--- src/fc_svc_pkg.sv ---
package fc_svc_pkg;

  // ----------------------------------------
  // Service command codes
  // ----------------------------------------
  typedef enum logic [7:0] {
    CMD_FC_LCC_RESET               = 8'h10,
    CMD_LC_DISABLE_SVA             = 8'h11,
    CMD_LC_ENABLE_SVA              = 8'h12,
    CMD_FC_FORCE_ZEROIZATION       = 8'h20,
    CMD_FC_FORCE_ZEROIZATION_RESET = 8'h21,
    CMD_RELEASE_ZEROIZATION        = 8'h22,
    CMD_FC_TRIGGER_ESCALATION      = 8'h30,
    CMD_FC_LCC_EXT_CLK_160MHZ      = 8'h40,
    CMD_FC_LCC_EXT_CLK_400MHZ      = 8'h41,
    CMD_FC_LCC_EXT_CLK_500MHZ      = 8'h42,
    CMD_FC_LCC_EXT_CLK_1000MHZ     = 8'h43,
    CMD_FC_LCC_CORRECTABLE_FAULT   = 8'h50,
    CMD_FC_LCC_UNCORRECTABLE_FAULT = 8'h51
  } svc_cmd_e;

  typedef logic [7:0]  svc_cmd_t;
  typedef logic [11:0] clk_mhz_t;
  typedef logic [10:0] otp_addr_t;
  typedef logic [15:0] otp_word_t;

  // Frequency selected out of reset
  localparam clk_mhz_t CLK_MHZ_DEFAULT = 12'd1000;

  typedef enum logic [1:0] {
    FAULT_NONE   = 2'd0,
    FAULT_CORR   = 2'd1,
    FAULT_UNCORR = 2'd2
  } fault_mode_e;

  // ----------------------------------------
  // OTP partition map
  // ----------------------------------------
  localparam int NUM_PARTITIONS = 8;

  // First word address of each partition, in partition order
  localparam otp_addr_t PART_OFFSETS [NUM_PARTITIONS] = '{
    11'h000, 11'h024, 11'h048, 11'h050, 11'h058, 11'h060, 11'h260, 11'h4D4
  };

  // Length of the stretched fuse and life-cycle reset, in clock cycles
  localparam int RST_STRETCH_CYCLES = 11;

endpackage

--- src/fc_svc_cmd_if.sv ---
`timescale 1ns/1ps

interface fc_svc_cmd_if;
  import fc_svc_pkg::*;

  logic        vld;
  // One-hot command class, all low for an unknown code
  logic        is_reset;
  logic        is_sva_off;
  logic        is_sva_on;
  logic        is_zero_set;
  logic        is_zero_clr;
  logic        is_zero_rel;
  logic        is_esc;
  logic        is_clk;
  logic        is_fault;
  clk_mhz_t    clk_mhz;
  fault_mode_e fault_mode;

  modport src (
    output vld, is_reset, is_sva_off, is_sva_on, is_zero_set, is_zero_clr,
    output is_zero_rel, is_esc, is_clk, is_fault, clk_mhz, fault_mode
  );

  modport dst (
    input vld, is_reset, is_sva_off, is_sva_on, is_zero_set, is_zero_clr,
    input is_zero_rel, is_esc, is_clk, is_fault, clk_mhz, fault_mode
  );

endinterface

--- src/fc_svc_cmd_decode.sv ---
`timescale 1ns/1ps

module fc_svc_cmd_decode (
  input  logic                 clk,
  input  logic                 cptra_rst_b,
  input  logic                 cmd_valid_i,
  input  fc_svc_pkg::svc_cmd_t cmd_i,
  fc_svc_cmd_if.src            cmd
);
  import fc_svc_pkg::*;

  svc_cmd_e    code;
  logic        is_reset_d;
  logic        is_sva_off_d;
  logic        is_sva_on_d;
  logic        is_zero_set_d;
  logic        is_zero_clr_d;
  logic        is_zero_rel_d;
  logic        is_esc_d;
  logic        is_clk_d;
  logic        is_fault_d;
  clk_mhz_t    clk_mhz_d;
  fault_mode_e fault_mode_d;

  assign code = svc_cmd_e'(cmd_i);

  // Classify the raw code, flags stay low unless a command is strobed
  always_comb begin
    is_reset_d    = 1'b0;
    is_sva_off_d  = 1'b0;
    is_sva_on_d   = 1'b0;
    is_zero_set_d = 1'b0;
    is_zero_clr_d = 1'b0;
    is_zero_rel_d = 1'b0;
    is_esc_d      = 1'b0;
    is_clk_d      = 1'b0;
    is_fault_d    = 1'b0;
    clk_mhz_d     = CLK_MHZ_DEFAULT;
    fault_mode_d  = FAULT_NONE;
    if (cmd_valid_i) begin
      case (code)
        CMD_FC_LCC_RESET:               is_reset_d    = 1'b1;
        CMD_LC_DISABLE_SVA:             is_sva_off_d  = 1'b1;
        CMD_LC_ENABLE_SVA:              is_sva_on_d   = 1'b1;
        CMD_FC_FORCE_ZEROIZATION:       is_zero_set_d = 1'b1;
        CMD_FC_FORCE_ZEROIZATION_RESET: is_zero_clr_d = 1'b1;
        CMD_RELEASE_ZEROIZATION:        is_zero_rel_d = 1'b1;
        CMD_FC_TRIGGER_ESCALATION:      is_esc_d      = 1'b1;
        CMD_FC_LCC_EXT_CLK_160MHZ: begin
          is_clk_d  = 1'b1;
          clk_mhz_d = 12'd160;
        end
        CMD_FC_LCC_EXT_CLK_400MHZ: begin
          is_clk_d  = 1'b1;
          clk_mhz_d = 12'd400;
        end
        CMD_FC_LCC_EXT_CLK_500MHZ: begin
          is_clk_d  = 1'b1;
          clk_mhz_d = 12'd500;
        end
        CMD_FC_LCC_EXT_CLK_1000MHZ: begin
          is_clk_d  = 1'b1;
          clk_mhz_d = 12'd1000;
        end
        CMD_FC_LCC_CORRECTABLE_FAULT: begin
          is_fault_d   = 1'b1;
          fault_mode_d = FAULT_CORR;
        end
        CMD_FC_LCC_UNCORRECTABLE_FAULT: begin
          is_fault_d   = 1'b1;
          fault_mode_d = FAULT_UNCORR;
        end
        default: ;
      endcase
    end
  end

  always_ff @(posedge clk or negedge cptra_rst_b) begin
    if (!cptra_rst_b) begin
      cmd.vld         <= 1'b0;
      cmd.is_reset    <= 1'b0;
      cmd.is_sva_off  <= 1'b0;
      cmd.is_sva_on   <= 1'b0;
      cmd.is_zero_set <= 1'b0;
      cmd.is_zero_clr <= 1'b0;
      cmd.is_zero_rel <= 1'b0;
      cmd.is_esc      <= 1'b0;
      cmd.is_clk      <= 1'b0;
      cmd.is_fault    <= 1'b0;
    end else begin
      cmd.vld         <= cmd_valid_i;
      cmd.is_reset    <= is_reset_d;
      cmd.is_sva_off  <= is_sva_off_d;
      cmd.is_sva_on   <= is_sva_on_d;
      cmd.is_zero_set <= is_zero_set_d;
      cmd.is_zero_clr <= is_zero_clr_d;
      cmd.is_zero_rel <= is_zero_rel_d;
      cmd.is_esc      <= is_esc_d;
      cmd.is_clk      <= is_clk_d;
      cmd.is_fault    <= is_fault_d;
    end
  end

  // Command arguments only matter alongside their class flag
  always_ff @(posedge clk) begin
    if (cmd_valid_i) begin
      cmd.clk_mhz    <= clk_mhz_d;
      cmd.fault_mode <= fault_mode_d;
    end
  end

endmodule

--- src/fc_svc_ctrl_regs.sv ---
`timescale 1ns/1ps

module fc_svc_ctrl_regs #(
  parameter int RST_CYCLES = fc_svc_pkg::RST_STRETCH_CYCLES
) (
  input  logic                 clk,
  input  logic                 cptra_rst_b,
  fc_svc_cmd_if.dst            cmd,
  input  logic                 clk_byp_ack_i,
  output logic                 rst_req_o,
  output fc_svc_pkg::clk_mhz_t clk_sel_o,
  output logic                 ext_clk_req_o,
  output logic                 clk_switch_o,
  output logic                 zero_ovr_en_o,
  output logic                 zeroize_o,
  output logic [31:0]          rom_mask_o,
  output logic                 scrap_mode_o,
  output logic                 escalate_o,
  output logic                 sva_disable_o
);
  import fc_svc_pkg::*;

  localparam int CNT_W = (RST_CYCLES > 1) ? $clog2(RST_CYCLES) : 1;

  logic             rst_active_q;
  logic [CNT_W-1:0] rst_cnt_q;
  clk_mhz_t         clk_sel_q;
  logic             ext_clk_req_q;
  logic             zero_ovr_en_q;
  // High for the force-zeroization values, low for the force-reset values
  logic             zero_val_q;
  logic             escalate_q;
  logic             sva_disable_q;

  // ----------------------------------------
  // Fuse and life-cycle reset stretcher
  // ----------------------------------------
  always_ff @(posedge clk or negedge cptra_rst_b) begin
    if (!cptra_rst_b) begin
      rst_active_q <= 1'b0;
      rst_cnt_q    <= '0;
    end else if (cmd.vld && cmd.is_reset && !rst_active_q) begin
      rst_active_q <= 1'b1;
      rst_cnt_q    <= '0;
    end else if (rst_active_q) begin
      // Last cycle of the pulse when the count reaches RST_CYCLES-1
      if (rst_cnt_q == CNT_W'(RST_CYCLES - 1)) begin
        rst_active_q <= 1'b0;
        rst_cnt_q    <= '0;
      end else begin
        rst_cnt_q <= rst_cnt_q + 1'b1;
      end
    end
  end

  assign rst_req_o = rst_active_q;

  // ----------------------------------------
  // External clock selection
  // ----------------------------------------
  assign clk_switch_o = ext_clk_req_q & clk_byp_ack_i;

  always_ff @(posedge clk or negedge cptra_rst_b) begin
    if (!cptra_rst_b) begin
      clk_sel_q     <= CLK_MHZ_DEFAULT;
      ext_clk_req_q <= 1'b0;
    end else begin
      if (clk_switch_o) begin
        ext_clk_req_q <= 1'b0;
      end
      // A new selection in the same cycle re-arms the request
      if (cmd.vld && cmd.is_clk) begin
        clk_sel_q     <= cmd.clk_mhz;
        ext_clk_req_q <= 1'b1;
      end
    end
  end

  assign clk_sel_o     = clk_sel_q;
  assign ext_clk_req_o = ext_clk_req_q;

  // ----------------------------------------
  // Overrides, escalation and SVA flag
  // ----------------------------------------
  always_ff @(posedge clk or negedge cptra_rst_b) begin
    if (!cptra_rst_b) begin
      zero_ovr_en_q <= 1'b0;
      zero_val_q    <= 1'b0;
      escalate_q    <= 1'b0;
      sva_disable_q <= 1'b0;
    end else if (cmd.vld) begin
      if (cmd.is_zero_set) begin
        zero_ovr_en_q <= 1'b1;
        zero_val_q    <= 1'b1;
      end
      if (cmd.is_zero_clr) begin
        zero_ovr_en_q <= 1'b1;
        zero_val_q    <= 1'b0;
      end
      if (cmd.is_zero_rel) begin
        zero_ovr_en_q <= 1'b0;
      end
      // Escalation only clears with the block reset
      if (cmd.is_esc) begin
        escalate_q <= 1'b1;
      end
      if (cmd.is_sva_off) begin
        sva_disable_q <= 1'b1;
      end
      if (cmd.is_sva_on) begin
        sva_disable_q <= 1'b0;
      end
    end
  end

  // Value outputs read zero whenever the override is released
  assign zero_ovr_en_o = zero_ovr_en_q;
  assign zeroize_o     = zero_ovr_en_q & zero_val_q;
  assign rom_mask_o    = {32{zero_ovr_en_q & zero_val_q}};
  assign scrap_mode_o  = zero_ovr_en_q & ~zero_val_q;
  assign escalate_o    = escalate_q;
  assign sva_disable_o = sva_disable_q;

endmodule

--- src/fc_otp_fault_overlay.sv ---
`timescale 1ns/1ps

module fc_otp_fault_overlay (
  input  logic                                   clk,
  input  logic                                   cptra_rst_b,
  fc_svc_cmd_if.dst                              cmd,
  input  logic [fc_svc_pkg::NUM_PARTITIONS-1:0]  part_locked_i,
  input  logic                                   rd_valid_i,
  input  fc_svc_pkg::otp_addr_t                  rd_addr_i,
  input  fc_svc_pkg::otp_word_t                  rd_data_i,
  output logic                                   rd_valid_o,
  output fc_svc_pkg::otp_word_t                  rd_data_o
);
  import fc_svc_pkg::*;

  fault_mode_e fault_mode_q;
  logic        locked_hit;
  otp_word_t   flip_mask;
  logic        rd_valid_q;
  otp_word_t   rd_data_q;

  // ----------------------------------------
  // Fault mode, armed once per reset
  // ----------------------------------------
  always_ff @(posedge clk or negedge cptra_rst_b) begin
    if (!cptra_rst_b) begin
      fault_mode_q <= FAULT_NONE;
    end else if (cmd.vld && cmd.is_fault && (fault_mode_q == FAULT_NONE)) begin
      fault_mode_q <= cmd.fault_mode;
    end
  end

  // ----------------------------------------
  // Locked partition first-word match
  // ----------------------------------------
  always_comb begin
    locked_hit = 1'b0;
    for (int i = 0; i < NUM_PARTITIONS; i++) begin
      if ((rd_addr_i == PART_OFFSETS[i]) && part_locked_i[i]) begin
        locked_hit = 1'b1;
      end
    end
  end

  // A correctable fault flips one bit, an uncorrectable one flips the word
  always_comb begin
    flip_mask = '0;
    if (locked_hit) begin
      case (fault_mode_q)
        FAULT_CORR:   flip_mask = 16'h0001;
        FAULT_UNCORR: flip_mask = 16'hFFFF;
        default:      flip_mask = '0;
      endcase
    end
  end

  // ----------------------------------------
  // One-cycle read pipeline
  // ----------------------------------------
  always_ff @(posedge clk or negedge cptra_rst_b) begin
    if (!cptra_rst_b) begin
      rd_valid_q <= 1'b0;
    end else begin
      rd_valid_q <= rd_valid_i;
    end
  end

  always_ff @(posedge clk) begin
    if (rd_valid_i) begin
      rd_data_q <= rd_data_i ^ flip_mask;
    end
  end

  assign rd_valid_o = rd_valid_q;
  assign rd_data_o  = rd_data_q;

endmodule

--- src/fc_svc_top.sv ---
`timescale 1ns/1ps

module fc_svc_top #(
  parameter int RST_CYCLES = fc_svc_pkg::RST_STRETCH_CYCLES
) (
  input  logic                                   clk,
  input  logic                                   cptra_rst_b,
  input  logic                                   cmd_valid_i,
  input  fc_svc_pkg::svc_cmd_t                   cmd_i,
  input  logic                                   clk_byp_ack_i,
  input  logic [fc_svc_pkg::NUM_PARTITIONS-1:0]  part_locked_i,
  input  logic                                   rd_valid_i,
  input  fc_svc_pkg::otp_addr_t                  rd_addr_i,
  input  fc_svc_pkg::otp_word_t                  rd_data_i,
  output logic                                   rst_req_o,
  output fc_svc_pkg::clk_mhz_t                   clk_sel_o,
  output logic                                   ext_clk_req_o,
  output logic                                   clk_switch_o,
  output logic                                   zero_ovr_en_o,
  output logic                                   zeroize_o,
  output logic [31:0]                            rom_mask_o,
  output logic                                   scrap_mode_o,
  output logic                                   escalate_o,
  output logic                                   sva_disable_o,
  output logic                                   rd_valid_o,
  output fc_svc_pkg::otp_word_t                  rd_data_o
);

  // Decoded command bundle shared by the control and overlay stages
  fc_svc_cmd_if cmd_bus ();

  fc_svc_cmd_decode u_decode (
    .clk         (clk),
    .cptra_rst_b (cptra_rst_b),
    .cmd_valid_i (cmd_valid_i),
    .cmd_i       (cmd_i),
    .cmd         (cmd_bus)
  );

  fc_svc_ctrl_regs #(
    .RST_CYCLES (RST_CYCLES)
  ) u_ctrl_regs (
    .clk           (clk),
    .cptra_rst_b   (cptra_rst_b),
    .cmd           (cmd_bus),
    .clk_byp_ack_i (clk_byp_ack_i),
    .rst_req_o     (rst_req_o),
    .clk_sel_o     (clk_sel_o),
    .ext_clk_req_o (ext_clk_req_o),
    .clk_switch_o  (clk_switch_o),
    .zero_ovr_en_o (zero_ovr_en_o),
    .zeroize_o     (zeroize_o),
    .rom_mask_o    (rom_mask_o),
    .scrap_mode_o  (scrap_mode_o),
    .escalate_o    (escalate_o),
    .sva_disable_o (sva_disable_o)
  );

  fc_otp_fault_overlay u_fault_overlay (
    .clk           (clk),
    .cptra_rst_b   (cptra_rst_b),
    .cmd           (cmd_bus),
    .part_locked_i (part_locked_i),
    .rd_valid_i    (rd_valid_i),
    .rd_addr_i     (rd_addr_i),
    .rd_data_i     (rd_data_i),
    .rd_valid_o    (rd_valid_o),
    .rd_data_o     (rd_data_o)
  );

endmodule

--- config.mk ---
export PLATFORM = sky130hd
export DESIGN_NAME = fc_svc_top
export DESIGN_NICKNAME = d
export VERILOG_FILES = /design/src/fc_svc_pkg.sv /design/src/fc_svc_cmd_if.sv /design/src/fc_svc_cmd_decode.sv /design/src/fc_svc_ctrl_regs.sv /design/src/fc_otp_fault_overlay.sv /design/src/fc_svc_top.sv
export SDC_FILE = /design/constraint.sdc
export NUM_CORES = 1
export LEC_CHECK = 0
export BUFFER_PORTS_ARGS = -buffer_cell sky130_fd_sc_hd__buf_2
export CORE_MARGIN = 1.5
export CORE_UTILIZATION = 35
export CTS_CLUSTER_DIAMETER = 60
export DETAILED_ROUTE_END_ITERATION = 8
export GPL_TIMING_DRIVEN = 0
export PLACE_DENSITY = 0.74
export SYNTH_ARGS = -nofsm -noshare
export SYNTH_HDL_FRONTEND = slang
export SYNTH_SLANG_ARGS = --single-unit
export TNS_END_PERCENT = 30
--- constraint.sdc ---
create_clock -name clk -period 3.33 [get_ports clk]
set_clock_uncertainty 0.05 [all_clocks]
set_input_delay 0.333 -clock clk [delete_from_list [all_inputs] [get_ports clk]]
set_output_delay 0.333 -clock clk [all_outputs]
set_load 0.02 [all_outputs]
==> Yosys cells after proc, flatten, opt, wreduce, memory -nomap -nowiden <==
Cells that the tools add are included.
{ "classes": {"reduce_logical": 27, "n_addsub": 1, "mux": 44, "bitwise": 5, "eq_ne": 23} }
{ "op_table": {"columns": ["cell", "n"], "rows": [
  ["8-bit by 7-bit == test with 1-bit output (second input constant)", 6],
  ["11-bit by 7-bit == test with 1-bit output (second input constant)", 4],
  ["1-bit 2-to-1 mux", 37],
  ["8-bit by 6-bit == test with 1-bit output (second input constant)", 4],
  ["16-bit one-hot mux with 2 select lines", 1],
  ["10-bit one-hot mux with 3 select lines", 1],
  ["8-bit by 5-bit == test with 1-bit output (second input constant)", 3],
  ["16-bit 2-to-1 mux", 1],
  ["16-bit XOR", 1],
  ["1-bit logical AND", 13],
  ["4-bit 2-to-1 mux", 3],
  ["11-bit by 10-bit == test with 1-bit output (second input constant)", 1],
  ["11-bit == test (second input constant)", 1],
  ["11-bit by 6-bit == test with 1-bit output (second input constant)", 1],
  ["11-bit zero test", 1],
  ["2-bit AND reduction", 4],
  ["2-bit nonzero test", 4],
  ["4-bit by 1-bit adder with 4-bit output (second input constant)", 1],
  ["4-bit == test (second input constant)", 1],
  ["2-bit one-hot mux with 2 select lines", 1],
  ["4-bit OR reduction", 1],
  ["1-bit bitwise AND", 3],
  ["3-bit nonzero test", 1],
  ["2-bit by 1-bit == test with 1-bit output (second input constant)", 1],
  ["5 further kinds", 5]
]} }
{ "totals": {"reg_bits": 65, "elab_cells": 123, "output_inout_bits": 69} }

==> Depth between registers and ports, before layout <==
Gate-level depths: netlist of the first run.
{ "depth": {"depth_word": 12, "mapped_depth": 7, "ltp_nobuf": 7} }

==> By module <==
From an unflattened synthesis of the first run, not the netlist that was laid out.
{ "unflattened": {"hier_cells": 236, "hier_area_um2": 3029.2} }
{ "by_module_without_submodules": {"columns": ["module", "n_inst", "area_each_um2", "cells_per_inst", "seq_area_each_um2"], "rows": [
  ["fc_svc_ctrl_regs", 1, 1189.9, 103, 558.0],
  ["fc_otp_fault_overlay", 1, 1089.8, 76, 555.5],
  ["fc_svc_cmd_decode", 1, 749.5, 57, 490.5]
]} }

==> Least setup slack after synthesis of the first run <==
Ideal clock, no wire load.
{ "synth_timing": {"path_type": "register to output", "startpoint": "register u_ctrl_regs.zero_ovr_en_q (netlist: u_ctrl_regs.zero_ovr_en_o)", "endpoint": "output rom_mask_o[0]", "setup_slack_ps": 1433, "arrival_time_ps": 1514, "t_required_ps": 2947, "n_path_buf": 1, "path_stages_with_launch": 3, "path_cell_list": "dfrtp_1 -> and2_1 -> buf_4"} }
{ "synth_between": {"elab_chain_len": 1} }
{ "synth_lines": {"columns": ["item", "line", "rtl"], "rows": [
  ["start: declaration", "fc_svc_ctrl_regs.sv:29", "logic zero_ovr_en_q;"],
  ["start signal: assignment", "fc_svc_ctrl_regs.sv:87", "zero_ovr_en_q <= 1'b0;"],
  ["start signal: assignment", "fc_svc_ctrl_regs.sv:93", "zero_ovr_en_q <= 1'b1;"],
  ["start signal: assignment", "fc_svc_ctrl_regs.sv:97", "zero_ovr_en_q <= 1'b1;"],
  ["1-bit bitwise AND", null, null],
  ["end: declaration", "fc_svc_top.sv:21", "output logic [31:0] rom_mask_o,"]
]} }
No other way between the ends.

==> Worst setup path in the final report of the first run <==
{ "layout_timing": {"startpoint": "register u_ctrl_regs.zero_val_q", "endpoint": "output rom_mask_o[26]"} }
{ "layout_between": {"elab_chain_len": 1} }
{ "layout_lines": {"columns": ["item", "line", "rtl"], "rows": [
  ["start: declaration", "fc_svc_ctrl_regs.sv:31", "logic zero_val_q;"],
  ["start signal: assignment", "fc_svc_ctrl_regs.sv:88", "zero_val_q <= 1'b0;"],
  ["start signal: assignment", "fc_svc_ctrl_regs.sv:94", "zero_val_q <= 1'b1;"],
  ["start signal: assignment", "fc_svc_ctrl_regs.sv:98", "zero_val_q <= 1'b0;"],
  ["1-bit bitwise AND", "fc_svc_ctrl_regs.sv:119", "assign rom_mask_o = {32{zero_ovr_en_q & zero_val_q}};"]
]} }
No other way between the ends.

==> results of run 1 <==
==> layout make-up <==
type	instances	area, um2
flip-flops and latches	53	1450
fillers	685	3800
well taps	99	124
repair buffers	110	551
clock buffers	7	108
clock inverters	1	6.26
multi-input cells	119	808
plain buffers	41	308
inverters	6	22.5
==> cells by family after synthesis <==
family	after synthesis
and+or+nand+nor	59
DFF	53
muxes	9
other	2
buffers and inverters	47
adders and majority gates	4
xor gates and xnor gates	17
AOI/OAI and AO/OA	25
==> worst reg2reg max path, delay by kind of cell (launching register included) <==
| kind | cells | cell delay [ps] |
|---|---|---|
| adders and majority gates | 1 | 150 |
| DFF | 1 | 440 |
| and+or+nand+nor | 2 | 130 |
| AOI/OAI and AO/OA | 3 | 650 |
| buffers and inverters | 1 | 90 |
==> flip-flops by register name, indices dropped and copies added, names as in the netlist <==
signal	count
u_fault_overlay.rd_valid_o	1
u_ctrl_regs.clk_sel_o	6
u_decode.cmd.is_fault	1
u_ctrl_regs.ext_clk_req_o	1
u_decode.cmd.vld	1
u_decode.cmd.is_zero_rel	1
u_fault_overlay.rd_data_o	16
u_decode.cmd.clk_mhz	6
u_decode.cmd.fault_mode	2
u_decode.cmd.is_esc	1
u_ctrl_regs.zero_val_q	1
u_ctrl_regs.rst_cnt_q	4
u_decode.cmd.is_zero_set	1
u_ctrl_regs.rst_req_o	1
u_decode.cmd.is_sva_off	1
u_decode.cmd.is_clk	1
u_decode.cmd.is_zero_clr	1
u_decode.cmd.is_reset	1
u_ctrl_regs.zero_ovr_en_o	1
u_ctrl_regs.sva_disable_o	1
u_decode.cmd.is_sva_on	1
u_fault_overlay.fault_mode_q	2
u_ctrl_regs.escalate_o	1
==> layout by cell type, fill, tap and decap left out, types with 8 or more instances in the layout <==
master / count
buf_2: 110
buf_4: 38
dfrtp_1: 25
edfxtp_1: 24
xnor2_1: 17
nor2_1: 16
nand2_1: 10
o21ai_0: 10
mux2_2: 8
==> routing by layer <==
layer / vias up / wire, um
li1: 936 / -
met1: 832 / 1960
met2: 73 / 2310
met3: 2 / 321
met4: 0 / 21
met5: - / 0
==> per-stage QoR <==
step | util | power (W) | hold slack [ps] | instances | setup WS [ps]
finish | 0.471 | 0.00138 | -13.0 | 436 | 1090
global placement | 0.455 | 0.000966 | 342 | 428 | 1320
detailed placement | 0.455 | 0.000979 | 347 | 428 | 1300
floorplan | - | 0.000882 | -12.6 | 219 | 1430
global route | 0.471 | 0.00145 | 34.1 | 436 | 873
CTS | 0.471 | 0.00140 | 9.95 | 436 | 1010
==> power by group <==
group | leakage (nW) | internal, W | switching, W | total, W
Sequential | 0.616 | 0.000733 | 0.0000283 | 0.000761
Clock | 0.0599 | 0.000215 | 0.000202 | 0.000417
Combinational | 1.03 | 0.0000829 | 0.000117 | 0.000200
==> final timing paths <==
path,start,to,slack [ps],cells after the start
max reg2reg,u_ctrl_regs.rst_cnt_q[0]$_DFFE_PN0P_,u_ctrl_regs.rst_cnt_q[2]$_DFFE_PN0P_,1690,7
max in group asynchronous,cptra_rst_b,u_ctrl_regs.escalate_o$_DFFE_PN0P_,2840,1
max,u_ctrl_regs.zero_val_q$_DFFE_PN0P_,rom_mask_o[26],1090,3
min,cptra_rst_b,u_ctrl_regs.clk_sel_o[2]$_DFFE_PN0P_,-10,1
min in group clk,clk_byp_ack_i,u_ctrl_regs.ext_clk_req_o$_DFFE_PN0P_,180,2
min reg2reg,u_decode.cmd.is_sva_on$_DFF_PN0_,u_ctrl_regs.sva_disable_o$_DFFE_PN0P_,360,1
==> flow_summary.json, run 1 <==
{
  "status": "finished with violations",
  "violations": "hold timing",
  "clock-sinks": 53,
  "grt_use_met1": 0.145,
  "crit_type": "reg -> out",
  "synthTopCellsByCount": "buf_4, dfrtp_1, edfxtp_1",
  "synth_edf_count": 24,
  "max_freq_ghz": 0.446,
  "drv_cap": 0,
  "min_path_type": "in -> async",
  "grt_pass1_wl_mm": 7.57,
  "tns_ps": 0,
  "routed_via_density": 4.23,
  "ys.flop_type": "dfrtp_1",
  "row_count": 31,
  "synth_xor_area_frac": 0.0577,
  "wl_per_cell_um": 10.6,
  "rsz0062_at_grt": "no",
  "drive_above_1_share": 0.519,
  "hpwl_mm": 3.62,
  "place_area_um2": 3260,
  "grt_pass1_vias": 1745,
  "track_usage": 0.124,
  "grtUsageMet2": 0.222,
  "ios": 117,
  "drt_pass1_iterations": 4,
  "syn_to_final_growth_pct": 31.0,
  "grt_max_degree": 34,
  "tritoncts": "yes",
  "finalHoldViolations": 25,
  "die-area_um2": 7890,
  "cts_buffer_depth": 2,
  "antenna_found_initial": 0,
  "gr-total-overflow": 0,
  "fin_nets": 388,
  "critPathTopFamily": "simple AND/OR/NAND/NOR gates",
  "postSynthCellCount": 216,
  "num_vias": 1843,
  "netlist.area_leader.share": 0.279,
  "yosysMostFrequentCell": "buf_4",
  "initial_core_util": 0.359,
  "dr.first_iter.drc_count": 79,
  "async_reset_ff_frac": 0.547,
  "drv_slew": 0,
  "cts_resized": 0,
  "finalSetupViolCount": 0,
  "postCtsHoldBufs": 0,
  "numCtsBuffers": 5,
  "path_buf_inv": 2,
  "routed_wl_mm": 4.61,
  "tightest_slew_ps": 981,
  "worst_hold_slack_ps": -13.0,
  "die-height_um": 88.8,
  "synth_top_area_cell": "edfxtp_1",
  "crit_chain": "and2_1, buf_4, buf_2",
  "syn_area_per_cell_um2": 11.9,
  "gp_congestion": 0.704,
  "antenna_left": 0,
  "portBuffers": 110,
  "endpoint_kind": "output port",
  "synth_top_family_by_area": "buffers and inverters",
  "synthAdderAreaFrac": 0.0194,
  "grt-busiest-layer": "met2",
  "clk_pin_slew_ps": 90,
  "power.density_nw_per_um2": 408,
  "arrival_ps": 1860,
  "synth_compound_area_frac": 0.0640,
  "yosys-top-cells-area": "edfxtp_1, dfrtp_1, buf_4, xnor2_1, dfstp_2",
  "post_cts_buffers": 0,
  "cp_slowest_cell": "and2_1",
  "diodes": 0,
  "cts_max_level": 2,
  "synth_cell_types": 40,
  "period_minus_slack_ps": 2240,
  "min_period_over_period": 0.673,
  "synthSimpleGateAreaFrac": 0.126,
  "power.leakage_nw": 1.71,
  "vdd_drop_max_uv": 175,
  "drcViolationCount": 0,
  "maxSlewHeadroom": 0.346,
  "die_x_um": 88.8,
  "clockRootBuffer": "clkbuf_8",
  "core_um2": 7180,
  "syn-cell-area_um2": 2580,
  "clk_latency_ps": 300,
  "startpoint_type": "flop",
  "critPathMaxStageDelay_ps": 790,
  "cp_data_required_time_ps": 2950,
  "yosysSeqAreaShare": 0.563,
  "synth_warnings": 0,
  "grt_use_met3": 0.0243,
  "cp_max_fo": 33,
  "ys_ff_latch": 53,
  "muxShareOfSynthArea": 0.0393,
  "fin_area_um2": 3380
}
(Power assumes the default switching activity.)
==> run 2, diff against run 1 <==
PLACE_DENSITY = 0.76   (was 0.74)
clock period = 1.8 ns   (was 3.33 ns; I/O delays follow)
==> flow_summary.json, run 2 (same netlist as run 1, synthesis figures left out) <==
{
  "die-area_um2": 7890,
  "ios": 117,
  "row_count": 31,
  "fin_nets": 389,
  "swShare": 0.269,
  "cts_max_level": 2,
  "routed_via_density": 4.28,
  "grt_pass1_wl_mm": 7.58,
  "tritoncts": "yes",
  "tightest_slew_ps": 631,
  "clk_pin_slew_ps": 90,
  "p_sw_w": 0.000659,
  "final_cell_mix": "buf_2, buf_4, dfrtp_1, edfxtp_1, xnor2_1",
  "drv_slew": 0,
  "track_usage": 0.127,
  "clock-sinks": 53,
  "layout_commonest_cell": "buf_2",
  "finalSetupViolCount": 0,
  "grt_max_degree": 34,
  "clk_latency_ps": 300,
  "endpoint_kind": "flop",
  "period_minus_slack_ps": 1600,
  "diodes": 0,
  "cts_buffer_depth": 2,
  "crit_type": "in -> reg",
  "maxSlewHeadroom": 0.579,
  "tns_ps": 0,
  "min_path_type": "in -> reg",
  "power.leakage_nw": 1.70,
  "clockRootBuffer": "clkbuf_8",
  "drt_pass1_iterations": 4,
  "core_um2": 7180,
  "antenna_left": 0,
  "initial_core_util": 0.359,
  "grt_pass1_vias": 1689,
  "grt_use_met1": 0.149,
  "max_freq_ghz": 0.626,
  "startpoint_type": "input port",
  "min_period_over_period": 0.888,
  "multi_input_area_um2": 811,
  "dr.first_iter.drc_count": 65,
  "combPwrFrac": 0.152,
  "drv_cap": 0,
  "status": "finished clean",
  "grt_use_met3": 0.0271,
  "seqCellArea_um2": 1450,
  "hpwl_mm": 3.80,
  "syn_to_final_growth_pct": 30.5,
  "grt-busiest-layer": "met2",
  "internal_power_w": 0.00179,
  "post_cts_buffers": 0,
  "die_x_um": 88.8,
  "arrival_ps": 1610,
  "dp.cells": 428,
  "portBuffers": 110,
  "cp_max_fo": 10,
  "fillers": 675,
  "drcViolationCount": 0,
  "numCtsBuffers": 5,
  "drive_above_1_share": 0.521,
  "cp_data_required_time_ps": 1810,
  "rsz0062_at_grt": "no",
  "gr-total-overflow": 0,
  "seqPwrFrac": 0.576,
  "largest_register_ffs": 16,
  "antenna_found_initial": 0,
  "vdd_drop_max_uv": 324,
  "final_cells": 437,
  "wl_per_cell_um": 11.0,
  "routed_wl_mm": 4.82,
  "num_vias": 1871,
  "finalHoldViolations": 0,
  "gp_congestion": 0.750,
  "die-height_um": 88.8,
  "power_frac_clock": 0.272,
  "power.density_nw_per_um2": 727,
  "grtUsageMet2": 0.226
}
run 2: power groups by stage:
| stage | Clock [W] | Sequential, W | Combinational [W] |
|---|---|---|---|
| finish | 0.000666 | 0.00141 | 0.000372 |
| global route | 0.000748 | 0.00142 | 0.000414 |
| CTS | 0.000685 | 0.00141 | 0.000379 |
| detailed placement | 0 | 0.00143 | 0.000377 |
| global placement | 0 | 0.00143 | 0.000358 |
| floorplan | 0 | 0.00149 | 0.000146 |
run 2: worst max-delay path, stage by stage:
cell and delay, ps:
buf_2 140, mux2_1 330, nand4b_1 100, nor2_1 80
o31ai_4 470, buf_8 220, xnor2_1 90
run 2: worst paths after layout:
kind,to,cells after the start,start,slack (ps)
max,u_fault_overlay.rd_data_o[11]$_DFFE_PP_,7,rd_addr_i[4],200
min,u_ctrl_regs.ext_clk_req_o$_DFFE_PN0P_,2,clk_byp_ack_i,30
max reg2reg,u_ctrl_regs.rst_cnt_q[2]$_DFFE_PN0P_,7,u_ctrl_regs.rst_cnt_q[0]$_DFFE_PN0P_,250
min reg2reg,u_ctrl_regs.sva_disable_o$_DFFE_PN0P_,1,u_decode.cmd.is_sva_on$_DFF_PN0_,370
max in group asynchronous,u_ctrl_regs.rst_req_o$_DFF_PN0_,2,cptra_rst_b,910
min in group asynchronous,u_ctrl_regs.ext_clk_req_o$_DFFE_PN0P_,2,cptra_rst_b,380
run 2: cell type report:
cell class	instances	share of cell area
Sequential cell	53	0.431
Multi-Input combinational cell	119	0.241
Timing Repair Buffer	111	0.167
Buffer	41	0.0914
Tap cell	99	0.0368
Clock buffer	5	0.0204
Inverter	6	0.00669
Clock inverter	3	0.00595
run 2: metal layers:
| layer | routed length [um] | vias to the layer above |
|---|---|---|
| met5 | 0 | - |
| met4 | 58 | 0 |
| met3 | 350 | 5 |
| met2 | 2390 | 84 |
| met1 | 2020 | 843 |
| li1 | - | 939 |
run 2: metrics by stage:
| step | power [W] | hold WS [ps] | util | cell area [um2] | setup slack [ps] |
|---|---|---|---|---|---|
| final | 0.00245 | 29.7 | 0.469 | 3370 | 202 |
| after global routing | 0.00258 | 26.7 | 0.469 | 3370 | 83.1 |
| after CTS | 0.00247 | 26.6 | 0.469 | 3370 | 104 |
| after detailed placement | 0.00181 | 201 | 0.455 | 3260 | -160 |
| after global placement | 0.00179 | 194 | 0.455 | 3260 | -69.9 |
| after floorplan | 0.00163 | -166 | - | 2590 | 56.3 |
run 2: timing repair:
item                       in CTS  in global routing
gates cloned                    0                  0
resized for setup               2                  1
hold buffers                    1                  0
pin swaps                       0                  0
setup endpoints to repair      33                  2
hold endpoints to repair       25                  0
==> run 3, diff against run 2 <==
ABC_AREA = 1   (was not set)
PLACE_DENSITY = 0.75   (was 0.76)
clock period = 1.47 ns   (was 1.8 ns; I/O delays follow)
==> flow_summary.json, run 3 <==
{
  "syn-cell-area_um2": 2760,
  "crit_type": "reg -> out",
  "initial_core_util": 0.359,
  "track_usage": 0.132,
  "drv_cap": 0,
  "numCtsBuffers": 5,
  "antenna_left": 0,
  "crit_chain": "nand2_4, clkinvlp_4, buf_12, buf_4, buf_6",
  "power.density_nw_per_um2": 826,
  "drt_pass1_iterations": 4,
  "die-height_um": 91.8,
  "place_area_um2": 3460,
  "yosysSeqAreaShare": 0.526,
  "synth_warnings": 0,
  "routed_via_density": 4.29,
  "power.leakage_nw": 1.99,
  "post-place-ws_ps": -182,
  "period_minus_slack_ps": 1560,
  "swShare": 0.277,
  "routed_wl_mm": 5.49,
  "cp_data_required_time_ps": 1270,
  "ys_ff_latch": 53,
  "seqPwrFrac": 0.556,
  "grt_pass1_wl_mm": 9.05,
  "fin_nets": 473,
  "clk_pin_slew_ps": 100,
  "min_path_type": "in -> reg",
  "syn_to_final_growth_pct": 35.5,
  "finalHoldViolations": 0,
  "power_w": 0.00309,
  "status": "finished with violations",
  "diodes": 0,
  "postSynthCellCount": 293,
  "layout_setup_ws_ps": -91.7,
  "cp_max_fo": 17,
  "drive_above_1_share": 0.441,
  "core_um2": 7690,
  "largest_register_ffs": 16,
  "die-area_um2": 8430,
  "clockRootBuffer": "clkbuf_8",
  "cp_slowest_cell": "dfrtp_1",
  "dr.first_iter.drc_count": 65,
  "arrival_ps": 1360,
  "tightest_slew_ps": 623,
  "portBuffers": 111,
  "syn_area_per_cell_um2": 9.42,
  "grt_pass1_vias": 2152,
  "min_period_over_period": 1.06,
  "row_count": 32,
  "tritoncts": "yes",
  "path_buf_inv": 4,
  "max_freq_ghz": 0.640,
  "drcViolationCount": 0,
  "synthTopCellsByCount": "nand2_1, buf_4, inv_1",
  "hpwl_mm": 4.15,
  "startpoint_type": "flop",
  "vdd_drop_max_uv": 414,
  "layout_commonest_cell": "buf_2",
  "rsz0062_at_grt": "yes",
  "grt_max_degree": 30,
  "synth_cell_types": 30,
  "wl_per_cell_um": 10.5,
  "yosysMostFrequentCell": "nand2_1",
  "num_vias": 2250,
  "critPathTopFamily": "buffers and inverters",
  "fin_area_um2": 3740,
  "clk_latency_ps": 300,
  "netlist.area_leader.share": 0.261,
  "gp_congestion": 0.787,
  "cts_max_level": 2,
  "violations": "setup timing",
  "utilization": 0.487,
  "clock-sinks": 53,
  "critPathMaxStageDelay_ps": 420,
  "cts_buffer_depth": 2,
  "power_frac_clock": 0.263,
  "endpoint_kind": "output port",
  "die_x_um": 91.8,
  "p_sw_w": 0.000855,
  "synth_edf_count": 24,
  "internal_power_w": 0.00224,
  "ios": 117,
  "async_reset_ff_frac": 0.547,
  "antenna_found_initial": 0,
  "ys.flop_type": "dfrtp_1",
  "maxSlewHeadroom": 0.585,
  "final_cell_mix": "buf_2, nand2_1, buf_4, inv_1, nor2_1",
  "combPwrFrac": 0.182,
  "drv_slew": 0,
  "gr-total-overflow": 0,
  "finalSetupViolCount": 32,
  "synth_top_area_cell": "edfxtp_1",
  "yosys-top-cells-area": "edfxtp_1, dfrtp_1, buf_4, nand2_1, nand3b_1"
}
-- run 3: cell count changes after synthesis, moves of 3 or more --
cell	before	now
inv_1	6	28
nand2_1	10	65
and3_1	3	0
and2_1	4	0
nand3b_1	2	16
nor2b_1	4	0
nand3_1	3	16
xnor2_1	17	1
nor2_1	16	26
-- run 3: cell families after synthesis --
logic type      after synthesis  synth area share
simple gates                138             0.236
buf+inv                      71             0.153
flops                        53             0.526
compound gates               17            0.0340
mux                           6            0.0245
fa+ha+maj                     4            0.0181
other cells                   2           0.00272
xor+xnor                      2           0.00634
-- run 3: worst paths after layout --
| check | start | slack [ps] | cells after the start | to |
|---|---|---|---|---|
| max | u_ctrl_regs.zero_ovr_en_o$_DFFE_PN0P_ | -90 | 5 | rom_mask_o[2] |
| min | cmd_valid_i | 30 | 1 | u_decode.cmd.vld$_DFF_PN0_ |
| max reg2reg | u_fault_overlay.fault_mode_q[0]$_DFFE_PN0P_ | 90 | 7 | u_fault_overlay.rd_data_o[12]$_DFFE_PP_ |
| min reg2reg | u_decode.cmd.is_zero_rel$_DFF_PN0_ | 400 | 1 | u_ctrl_regs.zero_ovr_en_o$_DFFE_PN0P_ |
| max in group asynchronous | cptra_rst_b | 620 | 2 | u_decode.cmd.is_clk$_DFF_PN0_ |
| min in group asynchronous | cptra_rst_b | 340 | 2 | u_ctrl_regs.rst_req_o$_DFF_PN0_ |
-- run 3: area by class of cell --
| type | instances | area, um2 |
|---|---|---|
| flip-flops and latches | 53 | 1450 |
| well taps | 102 | 128 |
| repair inverters | 2 | 15.0 |
| clock buffers | 5 | 68.8 |
| clock inverters | 3 | 21.3 |
| repair buffers | 116 | 717 |
| multi-input cells | 172 | 908 |
| plain buffers | 43 | 324 |
| inverters | 28 | 109 |
| fillers | 718 | 3950 |
-- run 3: power by group through the flow --
stage	registers, W	clock network (W)	logic [W]
finish	0.00172	0.000812	0.000562
global route	0.00173	0.000887	0.000623
CTS	0.00172	0.000858	0.000560
detailed placement	0.00175	0	0.000533
global placement	0.00174	0	0.000513
floorplan	0.00182	0	0.000240
-- run 3: worst register-to-register path: stages (launching register included) --
cell and delay (ps):
dfrtp_1 370, inv_1 90, ha_1 170, buf_6 130, nand2_4 80, buf_6 140
nand2_1 50, nand2_1 50
-- run 3: what timing repair did --
| item | CTS | global route |
|---|---|---|
| pin swaps | 1 | 1 |
| gates cloned | 2 | 0 |
| setup endpoints to repair | 33 | 45 |
| hold endpoints to repair | 26 | 0 |
| setup buffers | 3 | 0 |
| resized for setup | 30 | 12 |
| hold buffers | 2 | 0 |
-- run 3: stage by stage --
step	std cells	hold slack [ps]	setup TNS (ps)
4_1_cts	524	14.8	-3090
2_1_floorplan	296	-199	-397
5_1_grt	524	24.2	-5330
6_report	524	33.2	-2520
3_3_place_gp	509	138	-1850
3_5_place_dp	509	158	-4070
-- run 3: per-layer routing --
| metal | wire, um | global-route usage | vias to the layer above |
|---|---|---|---|
| li1 | - | - | 1155 |
| met1 | 2310 | 0.145 | 1007 |
| met2 | 2700 | 0.248 | 82 |
| met3 | 396 | 0.0332 | 6 |
| met4 | 77 | 0.0436 | 0 |
| met5 | 0 | 0 | - |
